==> config.mk <==
export PLATFORM = sky130hd
export DESIGN_NAME = read_return_stage
export DESIGN_NICKNAME = d
export VERILOG_FILES = /design/src/design/isa_bus_pkg.sv /design/src/design/io_map_pkg.sv /design/src/design/read_return_stage.sv
export SDC_FILE = /design/constraint.sdc
export NUM_CORES = 1
export LEC_CHECK = 0
export ABC_CLOCK_PERIOD_IN_PS = 800
export BUFFER_PORTS_ARGS = -buffer_cell sky130_fd_sc_hd__buf_2
export CORE_MARGIN = 3
export CORE_UTILIZATION = 25
export CTS_BUF_LIST = sky130_fd_sc_hd__clkbuf_2
export CTS_CLUSTER_SIZE = 20
export DETAILED_ROUTE_END_ITERATION = 10
export HOLD_SLACK_MARGIN = 0.05
export PLACE_DENSITY = 0.58
export SLEW_MARGIN = 40
export SYNTH_ARGS = -nofsm -noshare
export SYNTH_HDL_FRONTEND = slang
export SYNTH_SLANG_ARGS = --single-unit
==> constraint.sdc <==
create_clock -name clock -period 0.8 [get_ports clock]
set_input_delay 0.04 -clock clock [delete_from_list [all_inputs] [get_ports clock]]
set_output_delay 0.04 -clock clock [all_outputs]
set_load 0.01 [all_outputs]
==> src/design/isa_bus_pkg.sv <==
`default_nettype none

package isa_bus_pkg;

	// 8088 address and data bus widths
	localparam int ADDR_W = 20;
	localparam int DATA_W = 8;

	// one bus cycle kind per clock
	// interrupt acknowledge wins over any other strobe
	typedef enum logic [2:0] {
		CYC_IDLE   = 3'd0,
		CYC_IO_RD  = 3'd1,
		CYC_IO_WR  = 3'd2,
		CYC_MEM_RD = 3'd3,
		CYC_MEM_WR = 3'd4,
		CYC_INTA   = 3'd5
	} bus_cycle_t;

endpackage

`default_nettype wire

==> src/design/io_map_pkg.sv <==
`default_nettype none

package io_map_pkg;

	// device claimed by the current bus cycle
	typedef enum logic [3:0] {
		DEV_NONE     = 4'd0,
		DEV_DMA      = 4'd1,
		DEV_PIC      = 4'd2,
		DEV_PIT      = 4'd3,
		DEV_PPI      = 4'd4,
		DEV_DMA_PAGE = 4'd5,
		DEV_LPT      = 4'd6,
		DEV_VRAM     = 4'd7,
		DEV_RAM      = 4'd8
	} dev_sel_t;

	// printer data latch, full 16-bit port
	localparam logic [15:0] LPT_PORT = 16'h0378;

	// B8000h window, address bits 19:15
	localparam logic [4:0] VRAM_BASE_HI = 5'b10111;

	// on-board chips in 0x000-0x0ff, one 32-port block each on bits 7:5
	// slot order is dma, pic, pit, ppi, dma page
	localparam logic [4:0][2:0] BOARD_IO_BLOCK = {
		3'd4,
		3'd3,
		3'd2,
		3'd1,
		3'd0
	};

	// nobody answers this memory read
	localparam logic [7:0] OPEN_BUS = 8'hFF;

endpackage

`default_nettype wire

==> src/design/read_return_stage.sv <==
`timescale 1ns/10ps
`default_nettype none

module read_return_stage
	import isa_bus_pkg::*;
	import io_map_pkg::*;
(
	input  logic              clock,
	input  logic              reset,
	input  bus_cycle_t        cycle_i,
	input  dev_sel_t          device_i,
	input  logic [DATA_W-1:0] read_data_i,
	input  logic [DATA_W-1:0] pic_data_i,
	input  logic [DATA_W-1:0] pit_data_i,
	input  logic [DATA_W-1:0] ppi_data_i,
	input  logic [DATA_W-1:0] ram_data_i,
	output logic [DATA_W-1:0] data_bus_o,
	output logic              data_drive_o
);

	logic [DATA_W-1:0] next_data;
	logic              next_drive;
	logic              io_rd;
	logic              mem_rd;

	assign io_rd  = (cycle_i == CYC_IO_RD);
	assign mem_rd = (cycle_i == CYC_MEM_RD);

	// fixed read priority
	always_comb begin
		next_drive = 1'b1;
		next_data  = 8'h00;
		if (cycle_i == CYC_INTA)
			// vector byte from the interrupt controller
			next_data = pic_data_i;
		else if (io_rd && (device_i == DEV_PIC))
			next_data = pic_data_i;
		else if (io_rd && (device_i == DEV_PIT))
			next_data = pit_data_i;
		else if (io_rd && (device_i == DEV_PPI))
			next_data = ppi_data_i;
		else if (io_rd && (device_i == DEV_LPT))
			next_data = read_data_i;
		else if (mem_rd && (device_i == DEV_VRAM))
			next_data = read_data_i;
		else if (mem_rd && (device_i == DEV_RAM))
			next_data = ram_data_i;
		else if (mem_rd)
			next_data = OPEN_BUS;
		else
			next_drive = 1'b0;
	end

	// edge 3, cpu data bus and its enable
	always_ff @(posedge clock or posedge reset) begin
		if (reset) begin
			data_bus_o   <= 8'h00;
			data_drive_o <= 1'b0;
		end else begin
			data_bus_o   <= next_data;
			data_drive_o <= next_drive;
		end
	end

endmodule

`default_nettype wire

==> metrics.csv <==
stage,metric,value,unit
worst_setup_path,max_stage_delay,0.51,ns
global_route,grt_antenna_before_repair,0,
global_route,grt_max_degree,10,
timing,timing_worst_slew_pin_value,0.322,ns
clock_tree,numCtsBuffers,3,
worst_setup_path,critPathCaptureType,flop,
yosys,yosysWarnings,0,
yosys,synthTopCellsByArea,"dfrtp_1 28%, o221a_1 5.7%, nor2_1 5.2%, a211o_1 4.4%, a22oi_1 3.8%",
power_and_ir_drop,power.share.combinational,42.9,%
yosys,netlist_instances,81,
worst_setup_path,path_max_fanout,6,
yosys,yosysTopAreaCell,dfrtp_1,
worst_setup_path,crit_arrival,1.09,ns
status,violations,negative setup slack,
timing,period_minus_slack,0.953,ns
power_and_ir_drop,swShare,30.9,%
floorplanning,core,2880,µm²
routing,drc_errors,0,
floorplanning,die_w,62.2,µm
yosys,synth-edff-count,0,
routing,antenna_left,0,
clock_tree,htreeDepth,1,
clock_tree,cts_root_buffer,clkbuf_2,
global_route,grt_pass1_vias,1038,
worst_setup_path,crit_chain,"buf_6, or4b_4, o2111ai_2, o211a_1, o2bb2ai_2",
yosys,synth_seq_cells,9,
final_layout,drive_gt1_share,69.9,%
global_route,overflow,0,
yosys,avgSynthCellArea,9.76,µm²
run,maxCapViolCount,0,
timing,setup_viol,8,
power_and_ir_drop,cellPowerDensity,909,nW/µm²
floorplanning,die_area,3870,µm²
routing,wl,2780,µm
timing,hold_viol,0,
status,status,finished with violations,
power_and_ir_drop,p_int,0.000940,W
timing,finalCritPeriodShare,119,%
routing,dr_total_vias,997,
clock_tree,ctsHoldBuffers,2,
global_route,grtUsageTotal,14.0,%
final_layout,layout.nets,213,
timing,relSlewSlack,78.5,%
routing,via_per_inst,4.86,
floorplanning,start_util,27.5,%
power_and_ir_drop,irDropWorstVdd,329,µV
yosys,syn-num-nets,130,
timing,max_freq,1050,MHz
place,gp_congestion,0.787,
power_and_ir_drop,power.switching,0.000420,W
clock_tree,clk_pin_slew,0.09,ns
yosys,synth-async-reset-ratio,100,%
worst_setup_path,setup.worst_path.class,in -> reg,
routing,wl_per_cell,13.5,µm
power_and_ir_drop,power_frac_clock,20.8,%
global_route,grt_pass1_wl,4520,µm
place,io_buffers,57,
worst_setup_path,cpLargestDelayFamily,simple AND/OR/NAND/NOR gates,
routing,firstDrtPassIters,4,
yosys,ys_seq_area_share,28.5,%
floorplanning,die_h,62.2,µm
timing,hold_ws,0.0164,ns
power_and_ir_drop,p_leak,0.742,nW
yosys,synth_common_cells,"11 x nor2_1, 9 x dfrtp_1",
worst_setup_path,worstSetupStartpointType,input port,
clock_tree,cts.sinks,9,
power_and_ir_drop,pwr-share-seq,36.3,%
final_layout,area_delta_synth_final,89.1,%
timing,rsz0062_at_grt,true,
yosys,synth.most_common_cell,nor2_1,
hold_path,worst_hold_path_type,in -> reg,
timing,setup_ws,-0.153,ns
worst_setup_path,cp_slowest_cell,or4b_4,
yosys,yosysTopAreaCellShare,28.5,%
power_and_ir_drop,power,0.00136,W
worst_setup_path,critPathBufInv,1,
worst_setup_path,cp.required,0.93,ns
yosys,synth.distinct_cells,39,
final_layout,fillers,277,
place,dp_slack,-0.492,ns
yosys,syn_area,791,µm²
yosys,synth_ff_type,dfrtp_1,
routing,drt_iter0_markers,29,
clock_tree,clockBufferDepth,2,
floorplanning,rows,19,
timing,slew_violations,0,
floorplanning,ioPinCount,58,
place,dpl.hpwl,2330,µm
final_layout,antenna_cells,0,
clock_tree,cts_tree,done,
-- per-stage QoR --
stage	util (%)	cell area [µm²]	cells	TNS (ns)
6_report	52.0	1500	205	-0.976
3_3_place_gp	43.8	1260	198	-3.62
3_5_place_dp	43.8	1260	198	-3.75
2_1_floorplan	-	803	81	-2.40
5_1_grt	52.0	1500	205	-1.36
4_1_cts	50.5	1450	205	-1.01
-- cell type report --
cell class	count	area [µm²]	area share, %
Inverter	4	15.0	1.00
Tap cell	42	52.6	3.51
Clock buffer	4	20.0	1.34
Timing Repair Buffer	83	543	36.3
Sequential cell	9	225	15.1
Multi-Input combinational cell	63	639	42.8
-- routing by layer --
layer | track usage [%] | vias to the layer above | part of all wire (%)
li1 | - | 491 | -
met1 | 18.8 | 467 | 44
met2 | 23.7 | 39 | 49
met3 | 2.70 | 0 | 7.1
met4 | 2.49 | 0 | 0
met5 | 0 | - | 0
-- cell usage in the layout, fill, tap and decap left out, types with 8 or more instances in the layout --
cell type | Yosys | routed
buf_4 | 2 | 19
buf_6 | 2 | 8
buf_2 | 0 | 52
dfrtp_1 | 9 | 9
-- kinds of logic after synthesis --
group                     Yosys count  synth area share, %
xor gates and xnor gates            1                 1.11
DFF                                 9                 28.5
buffers and inverters               9                 7.12
AOI/OAI and AO/OA                  34                 37.0
and+or+nand+nor                    28                 26.3
-- final timing paths --
| kind | from | end | cells past startpoint |
|---|---|---|---|
| min in group asynchronous | reset | data_drive_o$_DFF_PP0_ | 3 |
| hold / removal | pic_data_i[4] | data_bus_o[4]$_DFF_PP0_ | 2 |
| setup / recovery | device_i[0] | data_bus_o[6]$_DFF_PP0_ | 5 |
| max in group asynchronous | reset | data_bus_o[2]$_DFF_PP0_ | 3 |
-- power groups by stage --
stage | Sequential, W | Combinational (W) | Clock (W)
detailed placement | 0.000502 | 0.000469 | 0
finish | 0.000493 | 0.000584 | 0.000283
floorplan | 0.000522 | 0.000198 | 0
CTS | 0.000492 | 0.000558 | 0.000281
global placement | 0.000502 | 0.000461 | 0
global route | 0.000497 | 0.000633 | 0.000306
-- sequential cells by signal (all words and copies together) (netlist names) --
name,count
data_drive_o,1
data_bus_o,8
-- what timing repair did --
action | in CTS | in global routing
buffers inserted | 1 | 0
resized for setup | 36 | 8
pin swaps | 17 | 6
endpoints found under the hold margin | 14 | 4
endpoints found under the setup margin | 8 | 14
Note: power is estimated with default switching activity, not from simulation.
