==> src/design/isa_bus_pkg.sv <==
`default_nettype none

package isa_bus_pkg;

	// 8088 address and data bus widths
	localparam int ADDR_W = 20;
	localparam int DATA_W = 8;

	// one bus cycle kind per clock
	// interrupt acknowledge wins over any other strobe
	typedef enum logic [2:0] {
		CYC_IDLE   = 3'd0,
		CYC_IO_RD  = 3'd1,
		CYC_IO_WR  = 3'd2,
		CYC_MEM_RD = 3'd3,
		CYC_MEM_WR = 3'd4,
		CYC_INTA   = 3'd5
	} bus_cycle_t;

endpackage

`default_nettype wire

==> src/design/system_board_glue.sv <==
`timescale 1ns/10ps
`default_nettype none

module system_board_glue
	import isa_bus_pkg::*;
(
	input  logic              clock,
	input  logic              reset,
	input  logic              peripheral_clock_i,
	input  logic [2:0]        timer_out_i,
	input  logic [DATA_W-1:0] port_b_i,
	input  logic              keyboard_irq_i,
	input  logic [DATA_W-1:0] keycode_i,
	input  logic [7:0]        irq_request_i,
	output logic              timer_clock_o,
	output logic              timer2_gate_o,
	output logic              speaker_o,
	output logic [7:0]        irq_o,
	output logic [DATA_W-1:0] port_a_o
);

	logic [1:0]        pclk_sync;
	logic              pclk_prev;
	logic              pclk_rise;
	logic [1:0]        kbd_irq_sync;
	logic [DATA_W-1:0] keycode_q;

	// peripheral clock into our domain, then one more for edge detect
	always_ff @(posedge clock or posedge reset) begin
		if (reset) begin
			pclk_sync <= 2'b00;
			pclk_prev <= 1'b0;
		end else begin
			pclk_sync <= {pclk_sync[0], peripheral_clock_i};
			pclk_prev <= pclk_sync[1];
		end
	end

	assign pclk_rise = pclk_sync[1] & ~pclk_prev;

	// half the peripheral clock for the pit
	always_ff @(posedge clock or posedge reset) begin
		if (reset)
			timer_clock_o <= 1'b0;
		else if (pclk_rise)
			timer_clock_o <= ~timer_clock_o;
	end

	// port b bit 0 gates counter 2, bit 1 enables the speaker
	assign timer2_gate_o = port_b_i[0];
	assign speaker_o     = timer_out_i[2] & port_b_i[1];

	// keyboard irq and keycode, two flops each
	always_ff @(posedge clock or posedge reset) begin
		if (reset) begin
			kbd_irq_sync <= 2'b00;
			keycode_q    <= 8'h00;
			port_a_o     <= 8'h00;
		end else begin
			kbd_irq_sync <= {kbd_irq_sync[0], keyboard_irq_i};
			keycode_q    <= keycode_i;
			port_a_o     <= keycode_q;
		end
	end

	// irq0 timer, irq1 keyboard, rest from the slots
	// counter 1 is refresh only, not wired here
	assign irq_o = {irq_request_i[7:2], kbd_irq_sync[1], timer_out_i[0]};

endmodule

`default_nettype wire

==> config.mk <==
export PLATFORM = sky130hd
export DESIGN_NAME = system_board_glue
export DESIGN_NICKNAME = d
export VERILOG_FILES = /design/src/design/isa_bus_pkg.sv /design/src/design/system_board_glue.sv
export SDC_FILE = /design/constraint.sdc
export NUM_CORES = 1
export LEC_CHECK = 0
export BUFFER_PORTS_ARGS = -buffer_cell sky130_fd_sc_hd__buf_4
export CAP_MARGIN = 10
export CORE_MARGIN = 10
export CORE_UTILIZATION = 37
export DETAILED_ROUTE_END_ITERATION = 6
export PLACE_DENSITY = 0.72
export RECOVER_POWER = 25
export SETUP_SLACK_MARGIN = 0.05
export SYNTH_ARGS = -nofsm -noshare
export SYNTH_HDL_FRONTEND = slang
export SYNTH_SLANG_ARGS = --single-unit
==> constraint.sdc <==
create_clock -name clock -period 1.2 [get_ports clock]
set_clock_uncertainty 0.2 [all_clocks]
set_input_delay 0.12 -clock clock [delete_from_list [all_inputs] [get_ports clock]]
set_output_delay 0.12 -clock clock [all_outputs]
set_load 0.02 [all_outputs]
==> results of run 1 <==
[stage by stage]
stage | total power [mW] | worst slack [ns] | utilization [%] | std cells | hold slack (ns)
after global placement | 1.017 | 0.2792 | 47.40 | 76 | -0.03296
after detailed placement | 1.021 | 0.2794 | 47.40 | 76 | -0.02986
after CTS | 1.394 | 0.04670 | 56.48 | 91 | 0.04015
after global routing | 1.455 | 0.001760 | 57.80 | 91 | 0.04003
final | 1.379 | 0.06666 | 57.80 | 91 | 0.04001
after floorplan | 0.9617 | 0.2584 | - | 35 | -0.09077
[cell families (layout without fill, tap and decap cells)]
logic type | Yosys count | count (layout)
flops | 22 | 22
xor+xnor | 1 | 1
buf+inv | 10 | 41
simple gates | 2 | 2
[state kept, by name, indices dropped and copies added (netlist names)]
signal,cells
keycode_q,8
pclk_sync,2
pclk_prev,1
port_a_o,8
kbd_irq_sync,2
timer_clock_o,1
[per-layer routing]
metal	global-route usage, %	up-vias
met5	0	-
met4	1.714	0
met2	11.54	21
met1	5.608	181
li1	-	161
met3	3.584	0
[cell type report]
type                       instances  area, um2
inverter                           1      3.754
timing repair buffer              37      342.8
sequential                        22      550.5
multi-input combinational          3      36.28
tap                               25      31.28
fill                             143      720.7
clock buffer                       3      22.52
[cells in the mapped netlist]
| library cell | n |
|---|---|
| dfrtp_1 | 22 |
| buf_4 | 9 |
| and2_1 | 1 |
| inv_1 | 1 |
| nand2b_4 | 1 |
| xnor2_2 | 1 |
[timing repair]
item	4_1_cts	5_1_grt
setup buffers	1	0
cloned	0	0
endpoints found under the hold margin	32	0
setup endpoints to repair	4	10
hold buffers	11	0
resized for setup	4	6
[worst paths after layout]
| check | to | start | depth (start not counted) |
|---|---|---|---|
| max in group asynchronous | port_a_o[0]$_DFF_PP0_ | reset | 4 |
| worst max-delay path | timer_clock_o | timer_clock_o$_DFFE_PP0P_ | 1 |
| min in group asynchronous | pclk_prev$_DFF_PP0_ | reset | 4 |
| worst max register to register | timer_clock_o$_DFFE_PP0P_ | timer_clock_o$_DFFE_PP0P_ | 2 |
| worst min-delay path | irq_o[4] | irq_request_i[4] | 0 |
| worst min register to register | port_a_o[7]$_DFF_PP0_ | keycode_q[7]$_DFF_PP0_ | 0 |
[power by group]
| group | switching, mW | internal, mW | total, mW |
|---|---|---|---|
| Combinational | 0.101 | 0.161 | 0.262 |
| Sequential | 0.0244 | 0.794 | 0.818 |
| Clock | 0.182 | 0.116 | 0.298 |
==> results.json, run 1 <==
{
  "status": "finished clean",
  "gp_congestion": 0.5889,
  "drtIter0Drc": 1,
  "viasPerCell": 3.989,
  "yosysSeqAreaShare_pct": 83.65,
  "grt_max_degree": 23,
  "synthMuxAreaShare_pct": 0,
  "synthCells": 35,
  "ctsHtreeMaxLevel": 1,
  "start_util_pct": 38.53,
  "cts_tree": "done",
  "synth-xor-area-share_pct": 2.471,
  "slowest_stage": "dfrtp_1",
  "synth_top_area_share_pct": 83.65,
  "yosys_warnings": 0,
  "cp_cell_sequence": "buf_6",
  "clock_path_buffers": 2,
  "synth-compound-area-share_pct": 0,
  "power_density_nw_per_um2": 1396,
  "critPathCaptureType": "output pin",
  "grt_first_pass_wirelength_um": 1994,
  "relSlewSlack_pct": 82.26,
  "grt-ovfl-total": 0,
  "die_area_um2": 3866,
  "start_kind": "flop",
  "crit_path_max_incr_delay_ns": 0.40,
  "routed_wl_um": 1113,
  "drive_gt1_share_pct": 46.97,
  "antenna_found_initial": 0,
  "yosys_register_bits": 22,
  "fin_crit_sh_pct": 94.44,
  "numCtsBuffers": 3,
  "wl_met2_um": 625,
  "fin_tns_setup_ns": 0,
  "synth_nets": 66,
  "netlist_area_um2": 658.1,
  "arrival_ns": 0.81,
  "track_usage_pct": 6.248,
  "place_area_um2": 809.5,
  "die_w_um": 62.18,
  "grt_pass1_vias": 441,
  "cts_sinks": 22,
  "final_cell_mix": "dfrtp_1 (22), buf_4 (16), dlygate4sd3_1 (11)",
  "synthAdderAreaFrac_pct": 0,
  "dieHeight_um": 62.18,
  "io_buffers": 24,
  "cp_num_buf_inv": 1,
  "post-route-min-period_ns": 1.133,
  "coreArea_um2": 1708,
  "diodes": 0,
  "top_layer_used": "met3",
  "critical_path_class": "flop to output pin",
  "required_ns": 0.88,
  "setup_viol": 0,
  "worstSkewPairLatency_ns": 0.28,
  "drc": 0,
  "final_common_cell": "dfrtp_1",
  "rsz0062_at_grt": "yes",
  "worstMarginPinSlew_ns": 0.2660,
  "drv_slew": 0,
  "num_vias": 363,
  "synthTopCellsByArea": "dfrtp_1 (84%), buf_4 (10%), xnor2_2 (2.5%), nand2b_4 (2.1%), and2_1 (0.95%)",
  "fin_area_um2": 987.2,
  "max_freq_mhz": 882.4,
  "synth_cell_types": 6,
  "synth.avg_cell_area_um2": 18.80,
  "drtPass1Iterations": 2,
  "io_pins": 50,
  "hold_class": "primary input to output pin",
  "synth-simple-area-share_pct": 3.042,
  "cap_viol_max_count": 0,
  "hold_viol_final": 0,
  "fin_nets": 99,
  "synth_top_family_by_area": "buffers and inverters",
  "clockRootBuffer": "clkbuf_4",
  "p_leak_nw": 0.4785,
  "r2r_setup_slack_ns": 0.24,
  "ant_nets": 0,
  "rows": 15,
  "path_delay_family": "flip-flops",
  "yosysTopAreaCell": "dfrtp_1",
  "hpwl_um": 843.2,
  "syn2layout_area_growth_pct": 50.00,
  "ir_worst_vdd_mv": 0.9094,
  "wl_met1_um": 355,
  "wl_per_cell_um": 12.23,
  "routed-wl-met3_um": 131,
  "path_max_fanout": 2,
  "cts.clk_slew.worst_paths_ns": 0.10
}
No activity file was read; power rests on OpenSTA's default activity.
==> run 2: changes to the inputs <==
Settings changed: CORE_UTILIZATION 37 to 40, CTS_BUF_LIST from default to sky130_fd_sc_hd__clkbuf_2 sky130_fd_sc_hd__clkbuf_4 sky130_fd_sc_hd__clkbuf_8, PLACE_DENSITY 0.72 to 0.77.
==> run 2 against run 1 <==
Compared with the run above: critical path depth stayed put; wire length grew 3.4%; clock-buffer cell count stayed put; final cell count decreased by 9.9%; worst hold slack barely moved; largest power group unchanged; combinational power barely moved; non-clock buffer count is the same; via count decreased by 1.1%.
==> results.json, run 2 (synthesized netlist as in run 1, its figures left out) <==
{
  "status": "finished clean",
  "cap_viol_max_count": 0,
  "cts_sinks": 22,
  "io_buffers": 24,
  "syn2layout_area_growth_pct": 48.29,
  "rsz0062_at_grt": "yes",
  "clock_path_buffers": 2,
  "track_usage_pct": 6.828,
  "antenna_found_initial": 0,
  "rows": 14,
  "gp_congestion": 0.6010,
  "slowest_stage": "dfrtp_1",
  "grt_max_degree": 23,
  "top_regs": "keycode_q x8, port_a_o x8",
  "required_ns": 0.88,
  "dieHeight_um": 60.56,
  "final_common_cell": "dfrtp_1",
  "ant_nets": 0,
  "cts.clk_slew.worst_paths_ns": 0.10,
  "fin_area_um2": 975.9,
  "drive_gt1_share_pct": 46.97,
  "post-route-min-period_ns": 1.139,
  "viasPerCell": 4.378,
  "drtPass1Iterations": 1,
  "path_delay_family": "flip-flops",
  "diodes": 0,
  "worstMarginPinSlew_ns": 0.2569,
  "critPathCaptureType": "output pin",
  "die_area_um2": 3668,
  "fin_crit_sh_pct": 94.93,
  "ctsHtreeMaxLevel": 1,
  "hold_class": "primary input to output pin",
  "ir_worst_vdd_mv": 1.042,
  "r2r_start": "timer_clock_o$_DFFE_PP0P_",
  "cts_tree": "done",
  "clockRootBuffer": "clkbuf_4",
  "drv_slew": 0,
  "max_freq_mhz": 877.8,
  "setup_viol": 0,
  "start_kind": "flop",
  "fin_nets": 99,
  "drc": 0,
  "grt-ovfl-total": 0,
  "worstSkewPairLatency_ns": 0.28,
  "cp_num_buf_inv": 1,
  "final_cell_mix": "dfrtp_1 (22), buf_4 (16), dlygate4sd3_1 (11)",
  "drtIter0Drc": 0,
  "grt_first_pass_wirelength_um": 1876,
  "crit_path_max_incr_delay_ns": 0.40,
  "wl_per_cell_um": 14.04,
  "crit_path_start": "timer_clock_o$_DFFE_PP0P_",
  "coreArea_um2": 1524,
  "relSlewSlack_pct": 82.88,
  "arrival_ns": 0.82,
  "hold_viol_final": 0,
  "io_pins": 50,
  "power_density_nw_per_um2": 1413,
  "num_vias": 359,
  "routed_wl_um": 1151,
  "p_leak_nw": 0.4785,
  "hp-start": "irq_request_i[4]",
  "die_w_um": 60.56,
  "place_area_um2": 798.3,
  "numCtsBuffers": 3,
  "fin_tns_setup_ns": 0,
  "critical_path_class": "flop to output pin",
  "cp_cell_sequence": "buf_6",
  "start_util_pct": 43.19,
  "grt_pass1_vias": 404,
  "path_max_fanout": 2
}
==> run 2: final cells by class <==
class                      count  area (um2)
clock buffer                   3       22.52
fill                         106       548.0
inverter                       1       3.754
multi-input combinational      3       36.28
sequential                    22       550.5
tap                           16       20.02
timing repair buffer          37       342.8
==> run 2: timing repair <==
item / CTS / global route
endpoints found under the setup margin: 2 / 10
endpoints found under the hold margin: 32 / 0
buffers inserted: 1 / 0
resized for setup: 2 / 8
hold buffers: 11 / 0
==> run 2: final timing paths <==
| kind | end | slack (ns) | depth (start not counted) |
|---|---|---|---|
| setup reg to reg | timer_clock_o$_DFFE_PP0P_ | 0.24 | 2 |
| hold / removal | irq_o[4] | 0.04 | 0 |
| max in group asynchronous | port_a_o[4]$_DFF_PP0_ | 0.39 | 4 |
| min in group asynchronous | pclk_prev$_DFF_PP0_ | 0.20 | 4 |
| setup / recovery | timer_clock_o | 0.06 | 1 |
| hold reg to reg | port_a_o[3]$_DFF_PP0_ | 0.15 | 0 |
==> run 2: through the flow <==
step | hold WS, ns | std cells | util [%] | setup WS (ns) | power, mW
floorplan | -0.09077 | 35 | - | 0.2584 | 0.9617
global placement | -0.03398 | 67 | 52.38 | 0.2837 | 1.017
detailed placement | -0.02735 | 67 | 52.38 | 0.2729 | 1.022
CTS | 0.04014 | 82 | 62.07 | 0.04617 | 1.392
global route | 0.04005 | 82 | 64.04 | 0.001996 | 1.464
finish | 0.04001 | 82 | 64.04 | 0.06079 | 1.379
==> run 2: routing by layer <==
| layer | part of all wire [%] | routed length (um) | track usage, % |
|---|---|---|---|
| met4 | 0 | 0 | 2.821 |
| met2 | 51 | 592 | 10.77 |
| met3 | 19 | 217 | 5.846 |
| met1 | 30 | 342 | 6.227 |
| met5 | 0 | 0 | 0 |
==> run 2: report_power, final <==
part	leakage, nW	switching (mW)	internal [mW]
Combinational	0.208	0.103	0.161
Sequential	0.256	0.0240	0.794
Clock	0.0138	0.180	0.116
Total	0.478	0.307	1.07
==> run 3: changes to the inputs <==
Clock period 1.2 ns to 1.1 ns, I/O delays scaled along.
==> run 3 against run 2 <==
Compared with the run above: sequential share of layout area unchanged; critical path type unchanged; non-clock buffer count unchanged; core utilization unchanged; the run now ends with negative setup slack left; final cell count unchanged; register-to-register slack worse by 0.10 ns; global-route usage up 0.81 points; combinational power up 9.4%; highest routed layer unchanged; sequential power up 9.0%; power up 10%.
==> results.json, run 3 (synthesized netlist as in run 1, its figures left out) <==
{
  "num_vias": 356,
  "p_leak_nw": 0.4785,
  "fillers": 108,
  "clockRootBuffer": "clkbuf_4",
  "syn2layout_area_growth_pct": 48.29,
  "cap_viol_max_count": 0,
  "required_ns": 0.79,
  "critical_path_class": "flop to output pin",
  "cts.clk_slew.worst_paths_ns": 0.11,
  "crit_path_max_incr_delay_ns": 0.40,
  "grt-ovfl-total": 0,
  "die_area_um2": 3668,
  "die_w_um": 60.56,
  "rsz0062_at_grt": "yes",
  "start_util_pct": 43.19,
  "wl_per_cell_um": 14.74,
  "worstMarginPinSlew_ns": 0.2598,
  "track_usage_pct": 7.634,
  "drc": 0,
  "antenna_found_initial": 0,
  "viasPerCell": 4.341,
  "hold_viol_final": 0,
  "final_common_cell": "dfrtp_1",
  "drtPass1Iterations": 1,
  "finalNonFillerCells": 82,
  "clock_path_buffers": 2,
  "intPower_mw": 1.169,
  "path_max_fanout": 2,
  "cp_cell_sequence": "buf_6",
  "dieHeight_um": 60.56,
  "grt_first_pass_wirelength_um": 2063,
  "rows": 14,
  "io_pins": 50,
  "p_switching_uw": 346.7,
  "seqPwrFrac_pct": 58.9,
  "pre_cts_slack_ns": 0.1729,
  "path_delay_family": "flip-flops",
  "gp_congestion": 0.6010,
  "drive_gt1_share_pct": 46.97,
  "hold_class": "primary input to output pin",
  "diodes": 0,
  "start_kind": "flop",
  "final_cell_mix": "dfrtp_1 (22), buf_4 (16), dlygate4sd3_1 (11)",
  "cts_sinks": 22,
  "post-place-cells": 67,
  "ctsHtreeMaxLevel": 1,
  "setup_viol": 10,
  "cp_num_buf_inv": 1,
  "grt_max_degree": 23,
  "max_freq_mhz": 881.2,
  "drtIter0Drc": 0,
  "arrival_ns": 0.82,
  "ant_nets": 0,
  "power.share.clock_pct": 22.0,
  "relSlewSlack_pct": 82.68,
  "layout_setup_ws_ns": -0.03483,
  "drv_slew": 0,
  "power_density_nw_per_um2": 1553,
  "top_regs": "keycode_q x8, port_a_o x8",
  "fin_crit_sh_pct": 103.2,
  "fin_nets": 99,
  "post-route-min-period_ns": 1.135,
  "critPathCaptureType": "output pin",
  "ir_worst_vdd_mv": 1.138,
  "grt_pass1_vias": 400,
  "comb_power_share_pct": 19.1,
  "coreArea_um2": 1524,
  "slowest_stage": "dfrtp_1",
  "status": "finished with violations",
  "cts_tree": "done",
  "worstSkewPairLatency_ns": 0.29,
  "routed_wl_um": 1209,
  "numCtsBuffers": 3,
  "fin_tns_setup_ns": -0.1595,
  "p_sw_share_pct": 22.87,
  "violations": "negative setup slack",
  "io_buffers": 24
}
==> run 3: cell type report <==
cell class,count,area (um2),share of cell area (%)
flip-flops and latches,22,550.5,56.41
repair buffers,37,342.8,35.13
multi-input cells,3,36.28,3.718
clock buffers,3,22.52,2.308
well taps,16,20.02,2.051
inverters,1,3.754,0.3846
==> run 3: routing by layer <==
| layer | track usage [%] | vias up | wire (um) |
|---|---|---|---|
| met5 | 0 | - | 0 |
| met4 | 2.821 | 0 | 0 |
| met3 | 6.054 | 0 | 204 |
| met2 | 11.64 | 22 | 612 |
| met1 | 7.721 | 176 | 392 |
| li1 | - | 158 | - |
==> run 3: repair_timing <==
item,in CTS,in global routing
hold endpoints to repair,32,0
gates resized for setup,10,0
hold buffers,11,0
setup endpoints to repair,10,10
buffers inserted,1,0
==> run 3: path summary, 6_finish.rpt <==
| check | cells after the start | from | end | slack, ns |
|---|---|---|---|---|
| setup / recovery | 1 | timer_clock_o$_DFFE_PP0P_ | timer_clock_o | -0.03 |
| hold / removal | 0 | irq_request_i[4] | irq_o[4] | 0.02 |
| setup reg to reg | 2 | timer_clock_o$_DFFE_PP0P_ | timer_clock_o$_DFFE_PP0P_ | 0.14 |
| hold reg to reg | 0 | keycode_q[3]$_DFF_PP0_ | port_a_o[3]$_DFF_PP0_ | 0.16 |
| max in group asynchronous | 4 | reset | pclk_sync[0]$_DFF_PP0_ | 0.30 |
| min in group asynchronous | 4 | reset | keycode_q[2]$_DFF_PP0_ | 0.19 |
==> run 3: stage by stage <==
step | hold WS, ns | utilization (%) | power [mW] | area, um2
global placement | -0.04405 | 52.38 | 1.109 | 798.3
detailed placement | -0.03735 | 52.38 | 1.115 | 798.3
global route | 0.02005 | 64.04 | 1.605 | 975.9
floorplan | -0.1008 | - | 1.049 | 658.1
finish | 0.02001 | 64.04 | 1.516 | 975.9
CTS | 0.02014 | 64.04 | 1.531 | 975.9
==> run 3: power by group through the flow <==
stage / registers, mW / logic [mW] / clock network, mW
finish: 0.892 / 0.290 / 0.334
global route: 0.903 / 0.316 / 0.386
CTS: 0.892 / 0.294 / 0.345
detailed placement: 0.913 / 0.201 / 0
global placement: 0.912 / 0.198 / 0
floorplan: 0.954 / 0.0954 / 0
