$ cat src/design/isa_bus_pkg.sv
`default_nettype none

package isa_bus_pkg;

	// 8088 address and data bus widths
	localparam int ADDR_W = 20;
	localparam int DATA_W = 8;

	// one bus cycle kind per clock
	// interrupt acknowledge wins over any other strobe
	typedef enum logic [2:0] {
		CYC_IDLE   = 3'd0,
		CYC_IO_RD  = 3'd1,
		CYC_IO_WR  = 3'd2,
		CYC_MEM_RD = 3'd3,
		CYC_MEM_WR = 3'd4,
		CYC_INTA   = 3'd5
	} bus_cycle_t;

endpackage

`default_nettype wire

$ cat src/design/io_map_pkg.sv
`default_nettype none

package io_map_pkg;

	// device claimed by the current bus cycle
	typedef enum logic [3:0] {
		DEV_NONE     = 4'd0,
		DEV_DMA      = 4'd1,
		DEV_PIC      = 4'd2,
		DEV_PIT      = 4'd3,
		DEV_PPI      = 4'd4,
		DEV_DMA_PAGE = 4'd5,
		DEV_LPT      = 4'd6,
		DEV_VRAM     = 4'd7,
		DEV_RAM      = 4'd8
	} dev_sel_t;

	// printer data latch, full 16-bit port
	localparam logic [15:0] LPT_PORT = 16'h0378;

	// B8000h window, address bits 19:15
	localparam logic [4:0] VRAM_BASE_HI = 5'b10111;

	// on-board chips in 0x000-0x0ff, one 32-port block each on bits 7:5
	// slot order is dma, pic, pit, ppi, dma page
	localparam logic [4:0][2:0] BOARD_IO_BLOCK = {
		3'd4,
		3'd3,
		3'd2,
		3'd1,
		3'd0
	};

	// nobody answers this memory read
	localparam logic [7:0] OPEN_BUS = 8'hFF;

endpackage

`default_nettype wire

$ cat src/design/bus_decode_stage.sv
`timescale 1ns/10ps
`default_nettype none

module bus_decode_stage
	import isa_bus_pkg::*;
	import io_map_pkg::*;
#(
	parameter int VRAM_AW = 14
) (
	input  logic               clock,
	input  logic               reset,
	input  logic [ADDR_W-1:0]  address_i,
	input  logic [DATA_W-1:0]  data_i,
	input  logic               io_read_n_i,
	input  logic               io_write_n_i,
	input  logic               memory_read_n_i,
	input  logic               memory_write_n_i,
	input  logic               address_enable_n_i,
	input  logic               interrupt_acknowledge_n_i,
	output logic               dma_cs_n_o,
	output logic               dma_page_cs_n_o,
	output logic               pic_cs_n_o,
	output logic               pit_cs_n_o,
	output logic               ppi_cs_n_o,
	output bus_cycle_t         cycle_o,
	output dev_sel_t           device_o,
	output logic [VRAM_AW-1:0] address_o,
	output logic [DATA_W-1:0]  data_o
);

	bus_cycle_t cycle_kind;
	dev_sel_t   device_sel;
	logic       io_cycle;
	logic       mem_cycle;
	logic       board_io;

	// strobes to one cycle kind, inta first
	always_comb begin
		if (!interrupt_acknowledge_n_i)
			cycle_kind = CYC_INTA;
		else if (!io_read_n_i)
			cycle_kind = CYC_IO_RD;
		else if (!io_write_n_i)
			cycle_kind = CYC_IO_WR;
		else if (!memory_read_n_i)
			cycle_kind = CYC_MEM_RD;
		else if (!memory_write_n_i)
			cycle_kind = CYC_MEM_WR;
		else
			cycle_kind = CYC_IDLE;
	end

	assign io_cycle  = (cycle_kind == CYC_IO_RD) || (cycle_kind == CYC_IO_WR);
	assign mem_cycle = (cycle_kind == CYC_MEM_RD) || (cycle_kind == CYC_MEM_WR);

	// cpu owns the bus and port is below 0x100
	assign board_io = io_cycle && !address_enable_n_i && (address_i[9:8] == 2'b00);

	// address to one device
	always_comb begin
		device_sel = DEV_NONE;
		if (board_io) begin
			if (address_i[7:5] == BOARD_IO_BLOCK[0])
				device_sel = DEV_DMA;
			else if (address_i[7:5] == BOARD_IO_BLOCK[1])
				device_sel = DEV_PIC;
			else if (address_i[7:5] == BOARD_IO_BLOCK[2])
				device_sel = DEV_PIT;
			else if (address_i[7:5] == BOARD_IO_BLOCK[3])
				device_sel = DEV_PPI;
			else if (address_i[7:5] == BOARD_IO_BLOCK[4])
				device_sel = DEV_DMA_PAGE;
		end else if (io_cycle && (address_i[15:0] == LPT_PORT)) begin
			device_sel = DEV_LPT;
		end else if (mem_cycle && (address_i[19:15] == VRAM_BASE_HI)) begin
			device_sel = DEV_VRAM;
		end else if (mem_cycle && !address_i[19]) begin
			device_sel = DEV_RAM;
		end
	end

	// external chip selects, same cycle
	assign dma_cs_n_o      = (device_sel != DEV_DMA);
	assign pic_cs_n_o      = (device_sel != DEV_PIC);
	assign pit_cs_n_o      = (device_sel != DEV_PIT);
	assign ppi_cs_n_o      = (device_sel != DEV_PPI);
	assign dma_page_cs_n_o = (device_sel != DEV_DMA_PAGE);

	// edge 1, cycle and device
	always_ff @(posedge clock or posedge reset) begin
		if (reset) begin
			cycle_o  <= CYC_IDLE;
			device_o <= DEV_NONE;
		end else begin
			cycle_o  <= cycle_kind;
			device_o <= device_sel;
		end
	end

	// window offset and write data ride along
	always_ff @(posedge clock) begin
		address_o <= address_i[VRAM_AW-1:0];
		data_o    <= data_i;
	end

endmodule

`default_nettype wire

$ cat config.mk
export PLATFORM = sky130hd
export DESIGN_NAME = bus_decode_stage
export DESIGN_NICKNAME = d
export VERILOG_FILES = /design/src/design/isa_bus_pkg.sv /design/src/design/io_map_pkg.sv /design/src/design/bus_decode_stage.sv
export SDC_FILE = /design/constraint.sdc
export NUM_CORES = 1
export LEC_CHECK = 0
export ABC_AREA = 0
export BUFFER_PORTS_ARGS = -buffer_cell sky130_fd_sc_hd__buf_2
export CAP_MARGIN = 20
export CORE_MARGIN = 2
export CORE_UTILIZATION = 37
export DETAILED_ROUTE_END_ITERATION = 8
export HOLD_SLACK_MARGIN = 0.03
export PLACE_DENSITY_LB_ADDON = 0.08
export RECOVER_POWER = 50
export SYNTH_ARGS = -nofsm -noshare
export SYNTH_HDL_FRONTEND = slang
export SYNTH_SLANG_ARGS = --single-unit
$ cat constraint.sdc
create_clock -name clock -period 1.85 [get_ports clock]
set_input_delay 0.0925 -clock clock [delete_from_list [all_inputs] [get_ports clock]]
set_output_delay 0.0925 -clock clock [all_outputs]
set_load 0.1 [all_outputs]
==> impl_metrics.toml, run 1 <==
[floorplanning]
initial_core_util = 0.393
ios = 70
die_x_um = 52.7
die-area_um2 = 2780
core-area_um2 = 2230
fp-row-count = 17
die_y_um = 52.7

[setup_path]
critPathLaunchType = "input port"
critPathKind = "in -> out"
critPathArrivalTime_ps = 1650
worstPathCellList = "clkbuf_1 > or3_4 > nor4_1 > a211o_1 > or4_4 > buf_12"
slowest_delay_ps = 550
required_ps = 1760
end_kind = "primary output"
crit_slowest_cell = "nor4_1"
crit_fanout = 4

[timing]
max_freq_mhz = 574
max-slew-margin-rel = 0.579
rsz0062_at_grt = "no"
hold_ws_ps = 48.3
finalCritPeriodShare = 0.942
worst_pin_slew_ps = 626
slew_violations = 0
fin_ws_ps = 108
setup_tns_ps = 0
setup_viol = 0
finalCriticalPeriod_ps = 1740
final-hold-violation-count = 0

[grt]
grt_use_total = 0.194
grt_first_pass_wirelength_um = 3710
grt-ovfl-total = 0
grt_antenna_before_repair = 0
grt_pass1_vias = 872
grt_max_degree = 10

[synthesis]
synth.avg_cell_area_um2 = 13.5
synth_edf_count = 0
synth-main-ff-cell = "dfxtp_1"
syn_area_um2 = 877
async_reset_ff_frac = 0.241
synth-seq-cells = 29
ys_seq_area_frac = 0.702
synth_nets = 101
synthDistinctLibCells = 27
synth_warnings = 0
synth_cells = 65

[clock_tree]
clockBufferDepth = 2
post_cts_buffers = 0
cts_buffers = 5
cts_sinks = 29
cts_tree = "yes"
cts_root_buf = "clkbuf_4"
htreeDepth = 2
cts.clk_slew.worst_paths_ps = 80

[cells_and_area]
design_area_um2 = 1650
diodes = 0
area_delta_synth_final_pct = 88.3
stdcell_count = 199
n_fill_cell = 177
mostFrequentLayoutCell = "buf_2"
fin_nets = 206
drive_gt1_frac = 0.433
final_cell_mix = "buf_2 (56), dlygate4sd3_1 (28), dfxtp_1 (22), clkbuf_1 (10), dfrtp_1 (7)"

[status]
status = "finished clean"

[routing]
dr.pass1.iters = 4
routed_via_density = 4.45
routed-via-count = 885
drc = 0
wirelength_um = 2350
wl_per_cell_um = 11.8
drt_iter0_drc = 8
ant_nets = 0

[place]
dp_cells = 163
placed_cell_area_um2 = 1310
dp_slack_ps = 54.7
place.gp.congestion = 0.655
portBuffers = 69

[power_and_ir_drop]
irDropWorstVdd_v = 0.000691
p_per_area_nw_per_um2 = 890
p_leak_nw = 0.814

[hold_path]
min_path_type = "in -> reg"

[flow_run]
maxCapViolations = 0
-- metrics by stage --
step	util	total power [W]
after floorplan	-	0.000931
after global placement	0.588	0.00101
after detailed placement	0.588	0.00102
after CTS	0.745	0.00148
after global routing	0.739	0.00153
final	0.739	0.00147
-- logic make-up (layout without fill, tap and decap cells) --
kind of cell,Yosys count,count (layout),synth area share
simple gates,25,25,0.190
xor+xnor,1,1,0.00999
buf+inv,3,109,0.0128
compound gates,7,7,0.0856
flops,29,29,0.702
-- metal layers --
layer / up-vias / global-route usage / share of wire
met4: 0 / 0.0769 / 0.018
met1: 395 / 0.206 / 0.38
met2: 45 / 0.327 / 0.50
met3: 5 / 0.0914 / 0.10
li1: 440 / - / -
met5: - / 0 / 0
-- worst paths after layout --
check / endpoint / cells past startpoint / startpoint / slack, ps
max: dma_cs_n_o / 6 / address_i[8] / 110
min in group asynchronous: device_o[2]$_DFF_PP0_ / 3 / reset / 240
max in group asynchronous: device_o[0]$_DFF_PP0_ / 3 / reset / 1390
min: device_o[3]$_DFF_PP0_ / 4 / memory_write_n_i / 50
-- critical path: cells and delay by family --
kind	cells	cell delay, ps
buf+inv	2	250
compound gates	1	190
simple gates	3	1110
-- registers in the layout (all words and copies together) (netlist names) --
signal / cells
cycle_o: 3
device_o: 4
address_o: 14
data_o: 8
-- power breakdown --
part / leakage (nW) / switching [W] / internal [W] / total, W
clock: 0.0413 / 0.000208 / 0.000220 / 0.000427
combinational: 0.497 / 0.000284 / 0.0000974 / 0.000381
sequential: 0.276 / 0.00000607 / 0.000656 / 0.000662
total: 0.814 / 0.000497 / 0.000973 / 0.00147
-- Yosys cell counts, types with 2 or more instances --
cell      instances  area (um^2)
nor2_1            2         7.51
a211o_1           2         17.5
or4_1             2         15.0
nand2_1           6         22.5
dfxtp_1          22          440
nand4b_1          2         17.5
dfrtp_1           7          175
inv_1             3         11.3
-- what timing repair did --
item / CTS / global route
hold buffers: 28 / 0
hold endpoints to repair: 33 / 0
endpoints found under the setup margin: 0 / 1
gates resized for setup: 0 / 0
-- final cells by class --
type	count	area (um^2)	area share
Timing Repair Buffer	98	666	0.403
Sequential cell	29	616	0.373
Multi-Input combinational cell	33	254	0.154
Clock buffer	7	65.1	0.0394
Tap cell	28	35.0	0.0212
Inverter	3	11.3	0.00682
Clock inverter	1	5.00	0.00303
Note: power is estimated with default switching activity, not from simulation.
==> run 2, diff against run 1 <==
--- a/config.mk
+++ b/config.mk
@@ -14,6 +14,7 @@
 export HOLD_SLACK_MARGIN = 0.03
 export PLACE_DENSITY_LB_ADDON = 0.08
 export RECOVER_POWER = 50
+export SETUP_SLACK_MARGIN = 0.3
 export SYNTH_ARGS = -nofsm -noshare
 export SYNTH_HDL_FRONTEND = slang
 export SYNTH_SLANG_ARGS = --single-unit
==> constraint.sdc (replaced) <==
create_clock -name clock -period 1.7 [get_ports clock]
set_input_delay 0.085 -clock clock [delete_from_list [all_inputs] [get_ports clock]]
set_output_delay 0.085 -clock clock [all_outputs]
set_load 0.1 [all_outputs]
==> run 2 against run 1 <==
Global-route usage shrank 1.6 points. Die area is the same. Final area grew 10%. Clock power shrank 3%. Hold slack gained 27 ps. First-iteration DRC count is the same. Non-clock buffer count grew 11. Critical path depth is the same. Total power grew 7.2%. Setup slack lost 43 ps. Sequential share of layout area shrank 3.5 points. Via count grew 8.4%. Critical endpoint unchanged. Largest cell class unchanged. Highest routed layer unchanged.
==> impl_metrics.toml, run 2 (synthesized netlist as in run 1, its figures left out) <==
[status]
status = "finished clean"

[routing]
wl_met1_um = 867
drt_iter0_drc = 8
drc = 0
wl_per_cell_um = 11.5
routed_via_density = 4.57
wirelength_um = 2420
route.met2.wl_um = 1250
ant_nets = 0
routed-via-count = 959
dr.pass1.iters = 4
highest_layer = "met4"
met3_length_um = 229

[cells_and_area]
mostFrequentLayoutCell = "buf_2"
fin_nets = 217
final_cell_mix = "buf_2 (54), dlygate4sd3_1 (30), dfxtp_1 (22), buf_4 (8)"
diodes = 0
area_delta_synth_final_pct = 108
top_regs = "address_o x14, data_o x8, device_o x4"
largest_register_ffs = 14
drive_gt1_frac = 0.511
stdcell_count = 210
top_register = "address_o"

[clock_tree]
cts.clk_slew.worst_paths_ps = 90
cts_root_buf = "clkbuf_4"
htreeDepth = 2
cts_tree = "yes"
cts_sinks = 29
clockBufferDepth = 2
cts_buffers = 5

[setup_path]
path_buf_inv = 2
worstPathCellList = "buf_2 > and4b_1 > and4_4 > a211o_1 > or4_4 > buf_12"
crit_family = "simple AND/OR/NAND/NOR gates"
slowest_delay_ps = 530
critPathLaunchType = "input port"
critPathArrivalTime_ps = 1550
required_ps = 1620
critPathKind = "in -> out"
crit_slowest_cell = "or4_4"
crit_fanout = 2
end_kind = "primary output"

[power_and_ir_drop]
fin_total_pwr_w = 0.00158
irDropWorstVdd_v = 0.000671
p_leak_nw = 0.906
p_per_area_nw_per_um2 = 865

[floorplanning]
fp-row-count = 17
ios = 70
die_y_um = 52.7
initial_core_util = 0.393
die-area_um2 = 2780
core-area_um2 = 2230
die_x_um = 52.7

[timing]
rsz0062_at_grt = "yes"
final-hold-violation-count = 0
hold_ws_ps = 75.7
max_freq_mhz = 612
finalCriticalPeriod_ps = 1640
finalCritPeriodShare = 0.962
worst_pin_slew_ps = 539
slew_violations = 0
setup_viol = 0
max-slew-margin-rel = 0.642

[grt]
grt_first_pass_wirelength_um = 3330
grt_max_degree = 10
grt_use_total = 0.178
grt_antenna_before_repair = 0
grt-ovfl-total = 0
grt_pass1_vias = 805

[place]
portBuffers = 69
place.gp.congestion = 0.655
dp_cells = 168
hpwl_um = 1530

[hold_path]
min_path_type = "in -> reg"
min_path_cells = 3
min_to = "cycle_o[0]$_DFF_PP0_"
holdCritStartpoint = "memory_read_n_i"

[flow_run]
maxCapViolations = 0
-- run 2: report_power, final --
part | total [W] | leakage (nW) | internal (W) | switching, W
registers | 0.000721 | 0.276 | 0.000714 | 0.00000680
clock network | 0.000415 | 0.0326 | 0.000204 | 0.000211
logic | 0.000440 | 0.597 | 0.000126 | 0.000315
-- run 2: final cells by class --
class                           count  area [um^2]
Tap cell                           28         35.0
Multi-Input combinational cell     33          299
Clock buffer                        8         58.8
Fill cell                         141          412
Timing Repair Buffer              109          802
Inverter                            3         11.3
Sequential cell                    29          616
-- run 2: how the worst max path moves through the flow --
stage | from | end | slack, ps | cells after the start
CTS | address_enable_n_i | dma_cs_n_o | 3 | 6
global route | address_i[9] | dma_cs_n_o | 30 | 6
detailed placement | interrupt_acknowledge_n_i | dma_cs_n_o | -10 | 6
finish | address_i[16] | dma_cs_n_o | 60 | 6
global placement | address_i[8] | dma_cs_n_o | 6 | 6
floorplan | address_i[8] | dma_cs_n_o | 130 | 4
-- run 2: what timing repair did --
action	4_1_cts	5_1_grt
hold endpoints to repair	33	2
hold buffers	27	3
gates cloned	0	0
buffers inserted	1	3
pin swaps	6	6
resized for setup	11	12
setup endpoints to repair	4	5
-- run 2: layer usage --
| layer | track usage | up-vias |
|---|---|---|
| met1 | 0.177 | 437 |
| met3 | 0.0686 | 9 |
| met5 | 0 | - |
| met2 | 0.294 | 52 |
| li1 | - | 461 |
| met4 | 0.137 | 0 |
-- run 2: stage by stage --
stage,worst slack [ps],TNS [ps],instance area [um^2],utilization
finish,64.7,0,1820,0.816
global route,25.1,0,1820,0.816
CTS,2.60,0,1750,0.784
detailed placement,-12.6,-12.6,1360,0.608
global placement,5.95,0,1360,0.608
floorplan,129,0,888,-
==> run 3, diff against run 2 <==
--- a/config.mk
+++ b/config.mk
@@ -9,7 +9,7 @@
 export BUFFER_PORTS_ARGS = -buffer_cell sky130_fd_sc_hd__buf_2
 export CAP_MARGIN = 20
 export CORE_MARGIN = 2
-export CORE_UTILIZATION = 37
+export CORE_UTILIZATION = 35
 export DETAILED_ROUTE_END_ITERATION = 8
 export HOLD_SLACK_MARGIN = 0.03
 export PLACE_DENSITY_LB_ADDON = 0.08
==> run 3 against run 2 <==
Sequential power about the same. Highest routed layer unchanged. Non-clock buffer count up 1. Final area up 3.5%. Maximum frequency down 1.9%. Cell count up 1.4%. Die area up 5.3%. Wire length up 8.0%.
==> impl_metrics.toml, run 3 (synthesized netlist as in run 1, its figures left out) <==
[timing]
finalCriticalPeriod_ps = 1670
max_freq_mhz = 600
finalCritPeriodShare = 0.981
slew_violations = 0
worst_pin_slew_ps = 493
final-hold-violation-count = 0
rsz0062_at_grt = "yes"
fin_ws_ps = 32.7
max-slew-margin-rel = 0.673
setup_viol = 0

[place]
portBuffers = 69
hpwl_um = 1580
dp_slack_ps = -38.0
place.gp.congestion = 0.673
placed_cell_area_um2 = 1380

[clock_tree]
cts_tree = "yes"
cts_buffers = 5
cts_root_buf = "clkbuf_4"
htreeDepth = 2
cts_sinks = 29
cts.clk_slew.worst_paths_ps = 90
clockBufferDepth = 2

[cells_and_area]
drive_gt1_frac = 0.579
largest_register_ffs = 14
diodes = 0
top_register = "address_o"
mostFrequentLayoutCell = "buf_2"
area_delta_synth_final_pct = 115
final_cell_mix = "buf_2 (61), dlygate4sd3_1 (28), dfxtp_1 (22), buf_4 (9), dfrtp_1 (7)"
fin_nets = 218
n_fill_cell = 168
design_area_um2 = 1890
top_regs = "address_o x14, data_o x8, device_o x4"

[power_and_ir_drop]
irDropWorstVdd_v = 0.000874
p_per_area_nw_per_um2 = 871
p_leak_nw = 0.946
swShare = 0.342
clkPwrFrac = 0.288
seqPwrFrac = 0.439
p_switching_w = 0.000561
combPwrFrac = 0.273
p_int_w = 0.00108

[floorplanning]
core-area_um2 = 2430
die_x_um = 54.1
initial_core_util = 0.361
fp-row-count = 18
die_y_um = 54.1
die-area_um2 = 2920
ios = 70

[routing]
ant_nets = 0
wirelength_um = 2610
wl_per_cell_um = 12.3
met3_length_um = 275
wl_met1_um = 1020
route.met2.wl_um = 1270
drt_iter0_drc = 8
highest_layer = "met4"
routed-via-count = 952
routed_via_density = 4.47
dr.pass1.iters = 2
drc = 0

[grt]
grt_use_total = 0.196
grt_pass1_vias = 930
grt_max_degree = 10
grt_antenna_before_repair = 0
grt-ovfl-total = 0
grt_first_pass_wirelength_um = 3870

[setup_path]
required_ps = 1620
critPathLaunchType = "input port"
end_kind = "primary output"
crit_fanout = 5
worstPathCellList = "buf_2 > a21bo_4 > nor4_4 > buf_4 > a211o_1 > or4_4 > buf_12"
critPathArrivalTime_ps = 1580
critPathKind = "in -> out"
crit_slowest_cell = "or4_4"
slowest_delay_ps = 530

[flow_run]
maxCapViolations = 0

[status]
status = "finished clean"

[hold_path]
min_path_type = "in -> reg"
==> run 3: worst paths after layout <==
check,from,end,slack (ps),cells after the start
max,interrupt_acknowledge_n_i,dma_cs_n_o,30,7
min,memory_read_n_i,cycle_o[0]$_DFF_PP0_,60,3
max in group asynchronous,reset,device_o[2]$_DFF_PP0_,1280,3
min in group asynchronous,reset,cycle_o[0]$_DFF_PP0_,210,3
==> run 3: power groups by stage <==
stage                     combinational, W  sequential [W]  clock (W)
after floorplan                  0.0000333        0.000980          0
after global placement            0.000376        0.000736          0
after detailed placement          0.000377        0.000736          0
after CTS                         0.000436        0.000721   0.000500
after global routing              0.000467        0.000725   0.000515
final                             0.000448        0.000721   0.000473
==> run 3: layout make-up <==
class / count / area (um^2) / area share
timing repair buffer: 110 / 821 / 0.435
sequential: 29 / 616 / 0.326
multi-input combinational: 33 / 330 / 0.175
clock buffer: 7 / 65.1 / 0.0345
tap: 30 / 37.5 / 0.0199
inverter: 3 / 11.3 / 0.00597
clock inverter: 1 / 5.00 / 0.00265
==> run 3: metrics by stage <==
| stage | hold slack [ps] | power, W | utilization | cells | TNS, ps |
|---|---|---|---|---|---|
| after detailed placement | 15.5 | 0.00111 | 0.569 | 173 | -38.0 |
| after CTS | 34.1 | 0.00166 | 0.755 | 212 | -16.9 |
| after global routing | 66.0 | 0.00171 | 0.775 | 213 | 0 |
| after global placement | 10.5 | 0.00111 | 0.569 | 173 | -16.6 |
| after floorplan | -112 | 0.00101 | - | 65 | 0 |
| final | 58.0 | 0.00164 | 0.775 | 213 | 0 |
==> run 3: critical path, delay by kind of cell <==
| kind | cells | cell delay [ps] |
|---|---|---|
| AOI/OAI and AO/OA | 2 | 470 |
| buffers and inverters | 3 | 430 |
| and+or+nand+nor | 2 | 590 |
==> run 3: per-layer routing <==
layer / track usage / up-vias
met3: 0.100 / 5
met1: 0.208 / 423
li1: - / 471
met2: 0.323 / 53
met5: 0 / -
met4: 0.0875 / 0
==> run 3: timing repair <==
| action | 4_1_cts | 5_1_grt |
|---|---|---|
| hold buffers | 28 | 0 |
| endpoints found under the setup margin | 5 | 5 |
| setup buffers | 3 | 1 |
| gates resized for setup | 18 | 8 |
| cloned | 0 | 0 |
| endpoints found under the hold margin | 32 | 0 |
| pin swaps | 6 | 3 |
